<file path="src/common/grn_config.svh">
`ifndef GRN_CONFIG_SVH
`define GRN_CONFIG_SVH

// network size, every state vector is this wide
`define GRN_NODES 16

// input FIFO holds 8 tasks, output FIFO holds 16 results
`define GRN_IN_DEPTH_BITS 3
`define GRN_OUT_DEPTH_BITS 4

// host must stop sending once the input FIFO reaches this occupancy
`define GRN_IN_AFULL 6

// has_lst3_data_out is high at or below this many stored results
`define GRN_OUT_AEMPTY 2

// the search gives up after this many iterations
`define GRN_MAX_STEPS 200

`endif

</file>
<file path="src/common/grn_state_pkg.sv">
`include "grn_config.svh"

package grn_state_pkg;

  // one full network state, bit i is the value of gene i
  typedef logic [`GRN_NODES-1:0] node_vec_t;

  // iteration count of one search, wide enough for GRN_MAX_STEPS
  typedef logic [7:0] step_cnt_t;

endpackage

</file>
<file path="src/common/grn_stream_pkg.sv">
`include "grn_config.svh"

package grn_stream_pkg;

  typedef logic [7:0] task_tag_t;
  typedef logic [7:0] task_seq_t;

  // word stored in the input FIFO, one per task
  typedef struct packed {
    task_tag_t                tag;
    task_seq_t                seq;
    grn_state_pkg::node_vec_t init;
  } task_word_t;

  // word stored in the output FIFO, one per finished search
  typedef struct packed {
    task_tag_t                tag;
    task_seq_t                seq;
    logic                     limit_hit;
    grn_state_pkg::step_cnt_t steps;
    grn_state_pkg::node_vec_t meet;
  } result_word_t;

endpackage

</file>
<file path="src/design/sync_fifo.sv">
`timescale 1ns/1ps

module sync_fifo #(
  parameter int WIDTH      = 32,
  parameter int DEPTH_BITS = 3,
  parameter int AFULL_TH   = 6,
  parameter int AEMPTY_TH  = 2
) (
  input  logic             clk,
  input  logic             rst,
  input  logic             we,
  input  logic [WIDTH-1:0] din,
  input  logic             re,
  output logic [WIDTH-1:0] dout,
  output logic             empty,
  output logic             almost_empty,
  output logic             full,
  output logic             almost_full
);

  localparam int DEPTH = 1 << DEPTH_BITS;

  logic [WIDTH-1:0]      mem [DEPTH];
  logic [DEPTH_BITS-1:0] wr_ptr;
  logic [DEPTH_BITS-1:0] rd_ptr;
  logic [DEPTH_BITS:0]   mem_cnt;
  logic [DEPTH_BITS:0]   count;
  logic                  head_valid;
  logic                  push;
  logic                  pop;
  logic                  prefetch;

  assign push = we && !full;
  assign pop = re && head_valid;

  // the head register refills from the array whenever it is free or being popped
  assign prefetch = (mem_cnt != '0) && (!head_valid || pop);

  // count covers the array and the head register, it never exceeds DEPTH
  assign empty = !head_valid;
  assign full = count[DEPTH_BITS];
  assign almost_full = (count >= AFULL_TH);
  assign almost_empty = (count <= AEMPTY_TH);

  always_ff @(posedge clk) begin
    if (push) begin
      mem[wr_ptr] <= din;
    end
    if (prefetch) begin
      dout <= mem[rd_ptr];
    end
  end

  always_ff @(posedge clk) begin
    if (rst) begin
      wr_ptr <= '0;
      rd_ptr <= '0;
      mem_cnt <= '0;
      count <= '0;
      head_valid <= 1'b0;
    end else begin
      if (push) begin
        wr_ptr <= wr_ptr + 1'b1;
      end
      if (prefetch) begin
        rd_ptr <= rd_ptr + 1'b1;
      end
      case ({push, prefetch})
        2'b10:   mem_cnt <= mem_cnt + 1'b1;
        2'b01:   mem_cnt <= mem_cnt - 1'b1;
        default: mem_cnt <= mem_cnt;
      endcase
      case ({push, pop})
        2'b10:   count <= count + 1'b1;
        2'b01:   count <= count - 1'b1;
        default: count <= count;
      endcase
      if (prefetch) begin
        head_valid <= 1'b1;
      end else if (pop) begin
        head_valid <= 1'b0;
      end
    end
  end

endmodule

</file>
<file path="src/design/input_packer.sv">
`timescale 1ns/1ps

module input_packer (
  input  logic                       clk,
  input  logic                       rst,
  input  logic                       start,
  input  logic                       data_in_valid,
  input  logic [23:0]                data_in,
  output logic                       fifo_in_we,
  output grn_stream_pkg::task_word_t fifo_in_data
);

  import grn_stream_pkg::*;

  task_seq_t seq_cnt;
  task_seq_t cur_seq;

  // a start pulse restarts numbering even for a task in the same cycle
  assign cur_seq = start ? '0 : seq_cnt;

  always_ff @(posedge clk) begin
    if (rst) begin
      fifo_in_we <= 1'b0;
      seq_cnt <= '0;
    end else begin
      fifo_in_we <= data_in_valid;
      seq_cnt <= data_in_valid ? cur_seq + 1'b1 : cur_seq;
    end
  end

  // host word layout is tag in the upper byte, initial state below it
  always_ff @(posedge clk) begin
    if (data_in_valid) begin
      fifo_in_data.tag <= task_tag_t'(data_in[23:16]);
      fifo_in_data.seq <= cur_seq;
      fifo_in_data.init <= data_in[15:0];
    end
  end

endmodule

</file>
<file path="src/network_graph/network_graph.sv">
`timescale 1ns/1ps
`include "grn_config.svh"

module network_graph (
  input  logic                     clk,
  input  logic                     rst,
  input  logic                     load,
  input  logic                     step,
  input  grn_state_pkg::node_vec_t init,
  output grn_state_pkg::node_vec_t s0,
  output grn_state_pkg::node_vec_t s1
);

  import grn_state_pkg::*;

  node_vec_t s0_next;
  node_vec_t s1_half;
  node_vec_t s1_next;

  // ======================================================================
  // update rule, all gene indices wrap around the ring
  // ======================================================================

  function automatic node_vec_t grn_update(input node_vec_t x);
    node_vec_t nxt;
    for (int i = 0; i < `GRN_NODES; i++) begin
      nxt[i] = (x[(i + `GRN_NODES - 1) % `GRN_NODES] ^ x[(i + 3) % `GRN_NODES])
             | (x[(i + 1) % `GRN_NODES] & ~x[(i + 5) % `GRN_NODES]);
    end
    return nxt;
  endfunction

  // slow copy moves one step, fast copy chains two rule evaluations
  assign s0_next = grn_update(s0);
  assign s1_half = grn_update(s1);
  assign s1_next = grn_update(s1_half);

  // ======================================================================
  // state registers
  // ======================================================================

  always_ff @(posedge clk) begin
    if (rst) begin
      s0 <= '0;
      s1 <= '0;
    end else if (load) begin
      s0 <= init;
      s1 <= init;
    end else if (step) begin
      s0 <= s0_next;
      s1 <= s1_next;
    end
  end

endmodule

</file>
<file path="src/network_graph/attractor_ctrl.sv">
`timescale 1ns/1ps
`include "grn_config.svh"

module attractor_ctrl (
  input  logic                         clk,
  input  logic                         rst,
  input  logic                         start,
  input  logic                         end_data_in,
  input  logic                         fifo_in_empty,
  input  grn_stream_pkg::task_word_t   fifo_in_data,
  output logic                         fifo_in_re,
  input  grn_state_pkg::node_vec_t     s0,
  input  grn_state_pkg::node_vec_t     s1,
  output logic                         load,
  output logic                         step,
  output grn_state_pkg::node_vec_t     init,
  input  logic                         fifo_out_full,
  output logic                         fifo_out_we,
  output grn_stream_pkg::result_word_t fifo_out_data,
  output logic                         done
);

  import grn_state_pkg::*;
  import grn_stream_pkg::*;

  typedef enum logic [2:0] {
    IDLE,
    LOAD,
    RUN,
    WRITE,
    FINISH
  } ctrl_state_t;

  ctrl_state_t state;
  task_tag_t   cur_tag;
  task_seq_t   cur_seq;
  step_cnt_t   step_cnt;
  logic        limit_hit;
  logic [1:0]  end_dly;
  logic        end_seen;
  logic        met;
  logic        at_limit;

  // both copies start equal, so a match only counts after the first step
  assign met = (step_cnt != '0) && (s0 == s1);
  assign at_limit = (step_cnt == step_cnt_t'(`GRN_MAX_STEPS));

  assign load = (state == LOAD);
  assign fifo_in_re = (state == LOAD);
  assign step = (state == RUN) && !met && !at_limit;
  assign fifo_out_we = (state == WRITE) && !fifo_out_full;
  assign done = (state == FINISH);
  assign init = fifo_in_data.init;

  // s0 is frozen once stepping stops, so it is the meeting state
  assign fifo_out_data.tag = cur_tag;
  assign fifo_out_data.seq = cur_seq;
  assign fifo_out_data.limit_hit = limit_hit;
  assign fifo_out_data.steps = step_cnt;
  assign fifo_out_data.meet = s0;

  // ======================================================================
  // control FSM
  // ======================================================================

  always_ff @(posedge clk) begin
    if (rst) begin
      state <= IDLE;
      step_cnt <= '0;
      limit_hit <= 1'b0;
      end_dly <= '0;
      end_seen <= 1'b0;
    end else begin
      // end marker is delayed past the packer and FIFO prefetch so a late
      // task is already visible at the head before the drain check
      end_dly <= {end_dly[0], end_data_in};
      if (end_dly[1]) begin
        end_seen <= 1'b1;
      end else if (start) begin
        end_seen <= 1'b0;
      end

      case (state)
        IDLE: begin
          if (!fifo_in_empty) begin
            state <= LOAD;
          end else if (end_seen) begin
            state <= FINISH;
          end
        end
        LOAD: begin
          step_cnt <= '0;
          limit_hit <= 1'b0;
          state <= RUN;
        end
        RUN: begin
          if (met) begin
            state <= WRITE;
          end else if (at_limit) begin
            limit_hit <= 1'b1;
            state <= WRITE;
          end else begin
            step_cnt <= step_cnt + 1'b1;
          end
        end
        WRITE: begin
          if (!fifo_out_full) begin
            state <= IDLE;
          end
        end
        FINISH: begin
          if (start) begin
            state <= IDLE;
          end
        end
        default: state <= IDLE;
      endcase
    end
  end

  always_ff @(posedge clk) begin
    if (state == LOAD) begin
      cur_tag <= fifo_in_data.tag;
      cur_seq <= fifo_in_data.seq;
    end
  end

endmodule

</file>
<file path="src/design/regulator_network.sv">
`timescale 1ns/1ps
`include "grn_config.svh"

module regulator_network (
  input  logic                         clk,
  input  logic                         rst,
  input  logic                         start,
  input  logic                         data_in_valid,
  input  logic [23:0]                  data_in,
  input  logic                         end_data_in,
  input  logic                         read_data_en,
  output logic                         in_almost_full,
  output logic                         has_data_out,
  output logic                         has_lst3_data_out,
  output grn_stream_pkg::result_word_t data_out,
  output logic                         task_done
);

  import grn_state_pkg::*;
  import grn_stream_pkg::*;

  task_word_t   fifo_in_data;
  task_word_t   fifo_in_head;
  result_word_t fifo_out_data;
  node_vec_t    s0;
  node_vec_t    s1;
  node_vec_t    init;
  logic         fifo_in_we;
  logic         fifo_in_re;
  logic         fifo_in_empty;
  logic         fifo_out_we;
  logic         fifo_out_empty;
  logic         fifo_out_full;
  logic         load;
  logic         step;

  assign has_data_out = !fifo_out_empty;

  // ======================================================================
  // task input path
  // ======================================================================

  input_packer i_input_packer (
    .clk(clk),
    .rst(rst),
    .start(start),
    .data_in_valid(data_in_valid),
    .data_in(data_in),
    .fifo_in_we(fifo_in_we),
    .fifo_in_data(fifo_in_data)
  );

  sync_fifo #(
    .WIDTH($bits(task_word_t)),
    .DEPTH_BITS(`GRN_IN_DEPTH_BITS),
    .AFULL_TH(`GRN_IN_AFULL),
    .AEMPTY_TH(1)
  ) fifo_in (
    .clk(clk),
    .rst(rst),
    .we(fifo_in_we),
    .din(fifo_in_data),
    .re(fifo_in_re),
    .dout(fifo_in_head),
    .empty(fifo_in_empty),
    .almost_empty(),
    .full(),
    .almost_full(in_almost_full)
  );

  // ======================================================================
  // search engine
  // ======================================================================

  attractor_ctrl i_attractor_ctrl (
    .clk(clk),
    .rst(rst),
    .start(start),
    .end_data_in(end_data_in),
    .fifo_in_empty(fifo_in_empty),
    .fifo_in_data(fifo_in_head),
    .fifo_in_re(fifo_in_re),
    .s0(s0),
    .s1(s1),
    .load(load),
    .step(step),
    .init(init),
    .fifo_out_full(fifo_out_full),
    .fifo_out_we(fifo_out_we),
    .fifo_out_data(fifo_out_data),
    .done(task_done)
  );

  network_graph i_network_graph (
    .clk(clk),
    .rst(rst),
    .load(load),
    .step(step),
    .init(init),
    .s0(s0),
    .s1(s1)
  );

  // results wait here until the host pops them
  sync_fifo #(
    .WIDTH($bits(result_word_t)),
    .DEPTH_BITS(`GRN_OUT_DEPTH_BITS),
    .AFULL_TH((1 << `GRN_OUT_DEPTH_BITS) - 2),
    .AEMPTY_TH(`GRN_OUT_AEMPTY)
  ) fifo_out (
    .clk(clk),
    .rst(rst),
    .we(fifo_out_we),
    .din(fifo_out_data),
    .re(read_data_en),
    .dout(data_out),
    .empty(fifo_out_empty),
    .almost_empty(has_lst3_data_out),
    .full(fifo_out_full),
    .almost_full()
  );

endmodule

</file>
<file path="config.mk">
export PLATFORM = sky130hd
export DESIGN_NAME = regulator_network
export DESIGN_NICKNAME = d
export VERILOG_FILES = /design/src/common/grn_state_pkg.sv /design/src/common/grn_stream_pkg.sv /design/src/design/sync_fifo.sv /design/src/design/input_packer.sv /design/src/network_graph/network_graph.sv /design/src/network_graph/attractor_ctrl.sv /design/src/design/regulator_network.sv
export VERILOG_INCLUDE_DIRS = /design/src /design/src/common
export SDC_FILE = /design/constraint.sdc
export NUM_CORES = 1
export LEC_CHECK = 0
export ABC_AREA = 1
export BUFFER_PORTS_ARGS = -buffer_cell sky130_fd_sc_hd__buf_4
export CAP_MARGIN = 20
export CORE_MARGIN = 10
export CORE_UTILIZATION = 55
export DETAILED_ROUTE_END_ITERATION = 8
export GPL_ROUTABILITY_DRIVEN = 0
export PLACE_DENSITY = 0.74
export SYNTH_ARGS = -nofsm -noshare
export SYNTH_HDL_FRONTEND = slang
export SYNTH_SLANG_ARGS = --single-unit
</file>
<file path="constraint.sdc">
create_clock -name clk -period 3.6 [get_ports clk]
set_input_delay 0.36 -clock clk [delete_from_list [all_inputs] [get_ports clk]]
set_output_delay 0.36 -clock clk [all_outputs]
set_load 0.02 [all_outputs]
</file>
==> results of run 1 <==
what timing repair did:
item,CTS,global route
hold buffers,25,0
gates resized for setup,0,0
hold endpoints to repair,25,0
power breakdown:
| part | leakage, nW | internal, mW | switching [mW] | total [mW] |
|---|---|---|---|---|
| registers | 10.2 | 15.7 | 0.705 | 16.4 |
| clock network | 1.73 | 6.52 | 4.76 | 11.3 |
| logic | 5.41 | 3.25 | 6.93 | 10.2 |
worst max-delay path, delay by kind of cell, from the launching register on:
kind / cells / cell delay, ns
AO/OA/AOI/OAI: 1 / 1.00
buffers and inverters: 2 / 0.40
flip-flops: 1 / 0.35
flip-flops by register name, summed over array words and instances, names as in the netlist, 3 cells and up:
name,count
i_attractor_ctrl.cur_tag,8
fifo_out.dout,41
i_input_packer.seq_cnt,8
fifo_in.rd_ptr,3
fifo_in.wr_ptr,3
i_attractor_ctrl.state,3
fifo_out.rd_ptr,4
fifo_out.wr_ptr,4
fifo_in.dout,32
fifo_out.count,5
fifo_in.mem,256
i_network_graph.s1,16
i_attractor_ctrl.cur_seq,8
fifo_in.mem_cnt,4
i_input_packer.fifo_in_data,32
fifo_out.mem,656
fifo_in.count,4
i_attractor_ctrl.step_cnt,8
i_network_graph.s0,16
fifo_out.mem_cnt,5
routing by layer:
metal | share of wire, % | GRT usage, %
met1 | 41 | 28.77
met2 | 49 | 34.83
met3 | 8.4 | 3.804
met4 | 2.2 | 5.782
met5 | 0 | 0
area by class of cell:
cell class                      count  area [um^2]
Multi-Input combinational cell   1965        10350
Inverter                          189        720.7
Sequential cell                  1123        32840
Timing Repair Buffer              180         1622
Clock inverter                     60        666.9
Tap cell                         1060         1326
Clock buffer                      143         2918
Fill cell                        5824        29980
worst paths after layout:
path / endpoint / start / slack, ns
worst max-delay path: has_lst3_data_out / fifo_out.count[1] / 0.85
worst min-delay path: i_input_packer.fifo_in_data[19] / start / 0.05
worst max register to register: i_network_graph.s1[7] / i_attractor_ctrl.step_cnt[1] / 1.04
worst min register to register: i_attractor_ctrl.cur_tag[0] / fifo_in.dout[24] / 0.41
stage by stage:
stage / hold slack, ns / util (%)
floorplan: 0.3883 / -
global placement: 0.4000 / 57.92
detailed placement: 0.4045 / 57.92
CTS: 0.004940 / 62.69
global route: 0.02448 / 62.72
finish: 0.04721 / 62.72
logic make-up after synthesis:
group                      synth area share, %
AOI/OAI and AO/OA                        11.95
xor gates and xnor gates                0.1965
adders and majority gates                2.083
buffers and inverters                    3.554
DFF                                      73.64
and+or+nand+nor                          8.579
cell usage after synthesis (30+ instances only):
master / count
a21oi_1: 83
a31oi_1: 32
nand3_1: 94
nand2_1: 190
o22ai_1: 77
dfxtp_1: 90
buf_2: 30
edfxtp_1: 1033
o21ai_0: 553
clkbuf_1: 167
o211ai_1: 45
o221ai_1: 119
inv_1: 179
nor2_1: 652
ha_1: 71
==> impl_results.md, run 1 <==
- Most frequent cells in the layout: edfxtp_1, nor2_1, o21ai_0, nand2_1, inv_1
- Post-synth EDFFs: 1033
- Initial antenna violation count: 0
- Status: finished clean
- Largest net degree at the start of global routing: 265
- Worst Hold Class: input pin to flop
- Seq/Total Area, Yosys: 73.64%
- R2r worst-path depth: 12
- Placed Cells incl. Taps: 4491
- DRT Wirelength: 101200 um
- Die area: 0.09283 mm^2
- Number of port buffers: 74
- GRT overflow: 0
- Nets: 3671
- Die width: 304.7 um
- CTS clk-pin slew, worst paths: 0.06 ns
- Worst VDD drop: 0.6973 mV
- Library cells used by synthesis: 41
- Fmax: 0.3637 GHz
- WS Path Type: flop to output pin
- Clock sink count: 1123
- Post-CTS Setup Bufs: 0
- Routed Antenna Nets: 0
- DR WL/cell: 21.45 um
- #FFs+latches synth: 1123
- Worst-path maximum fanout: 4
- Final setup TNS: 0 ns
- Area Growth Syn to Fin: 13.16%
- Detailed Routing Iterations Pass 1: 6
- Total Power: 37.84 mW
- Syn nets: 3593
- First-pass GRT wire length: 156000 um
- Ports: 75
- Synth Instances: 3490
- Tcrit/Tclk final: 76.37%
- Share of post-route cells with drive strength above 1: 10.00%
- Initial core utilization: 55.43%
- Vias: 27.95k
- Max_slew headroom: 0.1614%
- Slew Viols, Final: 0
- Worst setup SP type: flop
- WP data arrival: 2.39 ns
- Most used DFF post-synth: edfxtp_1
- Crit path required time: 3.24 ns
- Hpwl dp: 54400 um
- Most used cell along the critical path: buf_4
- CTS Buffer Depth: 3
- Pre-CTS setup slack: 1.091 ns
- Vias in the first global route: 26.93k
- Htree depth: 3
- CORE AREA: 0.08042 mm^2
- RSZ-0062 raised after global routing: no
- CTS buffer count: 109
- WHS Path Cells: 2
- Gr usage total: 21.17%
- Worst skew pair latency: 0.68 ns
- Design area: 0.05044 mm^2
- Area leader, netlist: edfxtp_1
- Cell Area, Synth: 0.04457 mm^2
- CTS root buf: clkbuf_16
- CP peak stage delay: 1.00 ns
- Final Hold Fails: 0
- Drt first-iter violations: 2720
- Actual slew at the worst max-slew pin: 1.498 ns
- Minimum clock period after layout: 2.749 ns
- DR vias/cell: 5.922
- Final Skew: 0.04196 ns
- Chip height: 304.7 um
- Yosys Warn Count: 0
- Endpoints failing setup: 0
- Commonest non-fill, non-tap cell in the layout: edfxtp_1
- CP cell instances: a2111oi_0, buf_4, buf_4
- Pleak: 17.38 nW
- Syn Area/Cell: 12.77 um^2
- CTS tree: done
- Placed cell areas: 0.04658 mm^2
- Max cap viols: 0
- Asr flop ratio synth: 0%
- CP Capture Type: output pin
- Final std cells w/o fill: 4720
- PwrDens: 750.2 mW/mm^2
- Slowest CP cell: a2111oi_0
- Top cells by area, synth: edfxtp_1, o21ai_0, nor2_1
- Fraction of synthesized cell area taken by the top area cell type: 69.60%
- # rows: 104
- Diodes inserted: 0
- Final setup margin: 0.8508 ns
- Drc violations: 0
Power figures use the tool's default switching activity.
==> run 2, diff against run 1 <==
clock period = 2.5 ns   (was 3.6 ns; I/O delays follow)
==> run 2 against run 1 <==
  * Clock skew up 0.024 ns
  * Die area unchanged
  * Core utilization rose by 0.86 points
  * Highest routed layer unchanged
  * Clock power rose by 42%
  * Sequential power is 45% higher
  * Global-route usage grew 0.20 points
  * First-iteration DRC count up 3.5%
  * Non-clock buffer count rose by 31
  * Largest cell class unchanged
  * Flip-flop and latch count unchanged
  * Clock-buffer cell count did not move
  * Setup slack got worse by 0.63 ns
==> impl_results.md, run 2 (same netlist as run 1, synthesis figures left out) <==
- Routed Antenna Nets: 0
- CP Capture Type: output pin
- Comb pwr share: 28.0%
- Min-delay src: rst
- Worst VDD drop: 0.9479 mV
- # rows: 104
- CTS clk-pin slew, worst paths: 0.06 ns
- CP peak stage delay: 0.73 ns
- Die width: 304.7 um
- Clock sink count: 1123
- Max reg flops: 656
- DR WL/cell: 21.46 um
- Final Skew: 0.06625 ns
- GRT overflow: 0
- CTS Buffer Depth: 3
- DR vias/cell: 5.918
- Status: finished clean
- Fmax: 0.4388 GHz
- Minimum clock period after layout: 2.279 ns
- Initial core utilization: 55.43%
- R2r worst-path depth: 15
- Largest Register: fifo_out.mem
- CTS root buf: clkbuf_16
- Placed Cells incl. Taps: 4520
- Max cap viols: 0
- Slowest CP cell: a2111oi_0
- Most frequent cells in the layout: edfxtp_1, nor2_1, o21ai_0, nand2_1, inv_1
- Hold Path End: fifo_in.wr_ptr[2]
- WP data arrival: 2.03 ns
- Drc violations: 0
- Final Hold Fails: 0
- Htree depth: 3
- Pleak: 17.62 nW
- Final setup TNS: 0 ns
- WS Path Type: flop to output pin
- Vias: 28.12k
- Chip height: 304.7 um
- Power Internal: 36.85 mW
- Seq pwr share: 42.9%
- Endpoints failing setup: 0
- PwrDens: 1078 mW/mm^2
- CTS buffer count: 109
- CTS tree: done
- Psw: 18.26 mW
- Worst R2R End: fifo_out.mem_cnt[4]
- Tcrit/Tclk final: 91.15%
- WP depth: 2
- RSZ-0062 raised after global routing: no
- Slew Viols, Final: 0
- Ports: 75
- CP cell instances: a2111oi_0, buf_4
- Total Power: 55.11 mW
- Detailed Routing Iterations Pass 1: 5
- Gr usage total: 21.37%
- Buffers & Inverters on Critical Path: 1
- Worst setup SP type: flop
- Vias in the first global route: 27.41k
- Die area: 0.09283 mm^2
- Largest delay contributor family on the critical path: compound AO/OA/AOI/OAI gates
- Worst-path maximum fanout: 4
- WHS Path Cells: 4
- Largest regs: fifo_out.mem: 656 flops, fifo_in.mem: 256 flops, fifo_out.dout: 41 flops
- Worst skew pair latency: 0.68 ns
- Initial antenna violation count: 0
- Largest net degree at the start of global routing: 111
- First-pass GRT wire length: 156900 um
- DRT Wirelength: 102000 um
- Hpwl dp: 54590 um
- Actual slew at the worst max-slew pin: 0.8634 ns
- Number of port buffers: 74
- Final setup margin: 0.2211 ns
- CORE AREA: 0.08042 mm^2
- Crit path required time: 2.25 ns
- Nets: 3702
- Share of post-route cells with drive strength above 1: 11.13%
- Final std cells w/o fill: 4752
- Worst R2R Start: i_attractor_ctrl.state[2]
- Clock power share: 29.0%
- Pre-CTS setup slack: 0.2982 ns
- Diodes inserted: 0
- R2R Setup Slk: 0.26 ns
- Worst Hold Class: input pin to flop
- Max_slew headroom: 42.44%
- Area Growth Syn to Fin: 14.71%
- Final core occ: 63.58%
- Drt first-iter violations: 2815
- Commonest non-fill, non-tap cell in the layout: edfxtp_1
- Sw Ratio: 33.13%
[run 2: cell count changes in the layout (fill, tap and decap cells not counted), moves of 3 or more]
cell / previous run / this run
dlygate4sd3_1: 25 / 28
ha_4: 0 / 4
clkbuf_1: 30 / 27
buf_12: 15 / 46
clkinv_4: 4 / 0
clkbuf_8: 2 / 5
o21ai_0: 553 / 545
bufinv_16: 11 / 7
nand2_1: 190 / 187
o21ai_1: 1 / 9
ha_1: 71 / 65
clkinv_1: 14 / 20
[run 2: power by group through the flow]
stage / Clock, mW / Combinational (mW) / Sequential (mW)
2_1_floorplan: 0 / 9.91 / 24.1
3_3_place_gp: 0 / 14.9 / 24.0
6_report: 16.0 / 15.4 / 23.7
4_1_cts: 16.2 / 15.4 / 23.7
5_1_grt: 16.9 / 17.4 / 23.8
3_5_place_dp: 0 / 15.3 / 24.1
[run 2: worst max path at each step]
stage | start | endpoint | slack [ns]
after CTS | fifo_out.count[1] | has_lst3_data_out | 0.20
after detailed placement | i_attractor_ctrl.state[2] | fifo_out.mem_cnt[4] | 0.30
after floorplan | i_attractor_ctrl.state[2] | fifo_out.mem[11][0] | -0.56
final | fifo_out.count[1] | has_lst3_data_out | 0.22
after global routing | i_attractor_ctrl.state[2] | fifo_out.count[3] | 0.02
after global placement | i_attractor_ctrl.state[2] | fifo_out.mem_cnt[4] | 0.31
[run 2: final cells by class]
cell class | count | area, um^2
fill | 5750 | 29290
multi-input combinational | 1965 | 10450
tap | 1060 | 1326
clock inverter | 61 | 601.8
sequential | 1123 | 32840
inverter | 189 | 730.7
clock buffer | 143 | 2948
timing repair buffer | 211 | 2230
[run 2: what timing repair did]
| item | CTS | global route |
|---|---|---|
| endpoints found under the hold margin | 35 | 0 |
| hold buffers | 28 | 0 |
| setup endpoints to repair | 0 | 1 |
| gates resized for setup | 0 | 1 |
| buffers inserted | 0 | 0 |
[run 2: per-layer routing]
layer | share of wire (%) | GRT usage (%) | vias to the layer above
li1 | - | - | 13010
met1 | 40 | 28.93 | 13720
met2 | 48 | 34.89 | 1196
met3 | 8.4 | 3.327 | 193
met4 | 3.1 | 7.561 | 0
met5 | 0 | 0 | -
[run 2: worst reg2reg max path, cell delays in order (launching register included)]
cell and delay, ns:
dfxtp_1 0.45, inv_1 0.11, nand3_1 0.12, nor2_2 0.05, inv_1 0.07, buf_4 0.16
ha_4 0.17, xor2_1 0.20, ha_2 0.20, a21o_1 0.11, nand3_1 0.11, nor2_1 0.11
nor2_1 0.04, nand2_1 0.08, o21ai_1 0.07, a21oi_1 0.12
[run 2: per-stage QoR]
step / hold WS, ns / cell area (um^2)
2_1_floorplan: 0.3489 / 44730
3_3_place_gp: 0.4011 / 47300
3_5_place_dp: 0.4045 / 47300
4_1_cts: 0.08500 / 51130
5_1_grt: 0.1499 / 51130
6_report: 0.1376 / 51130
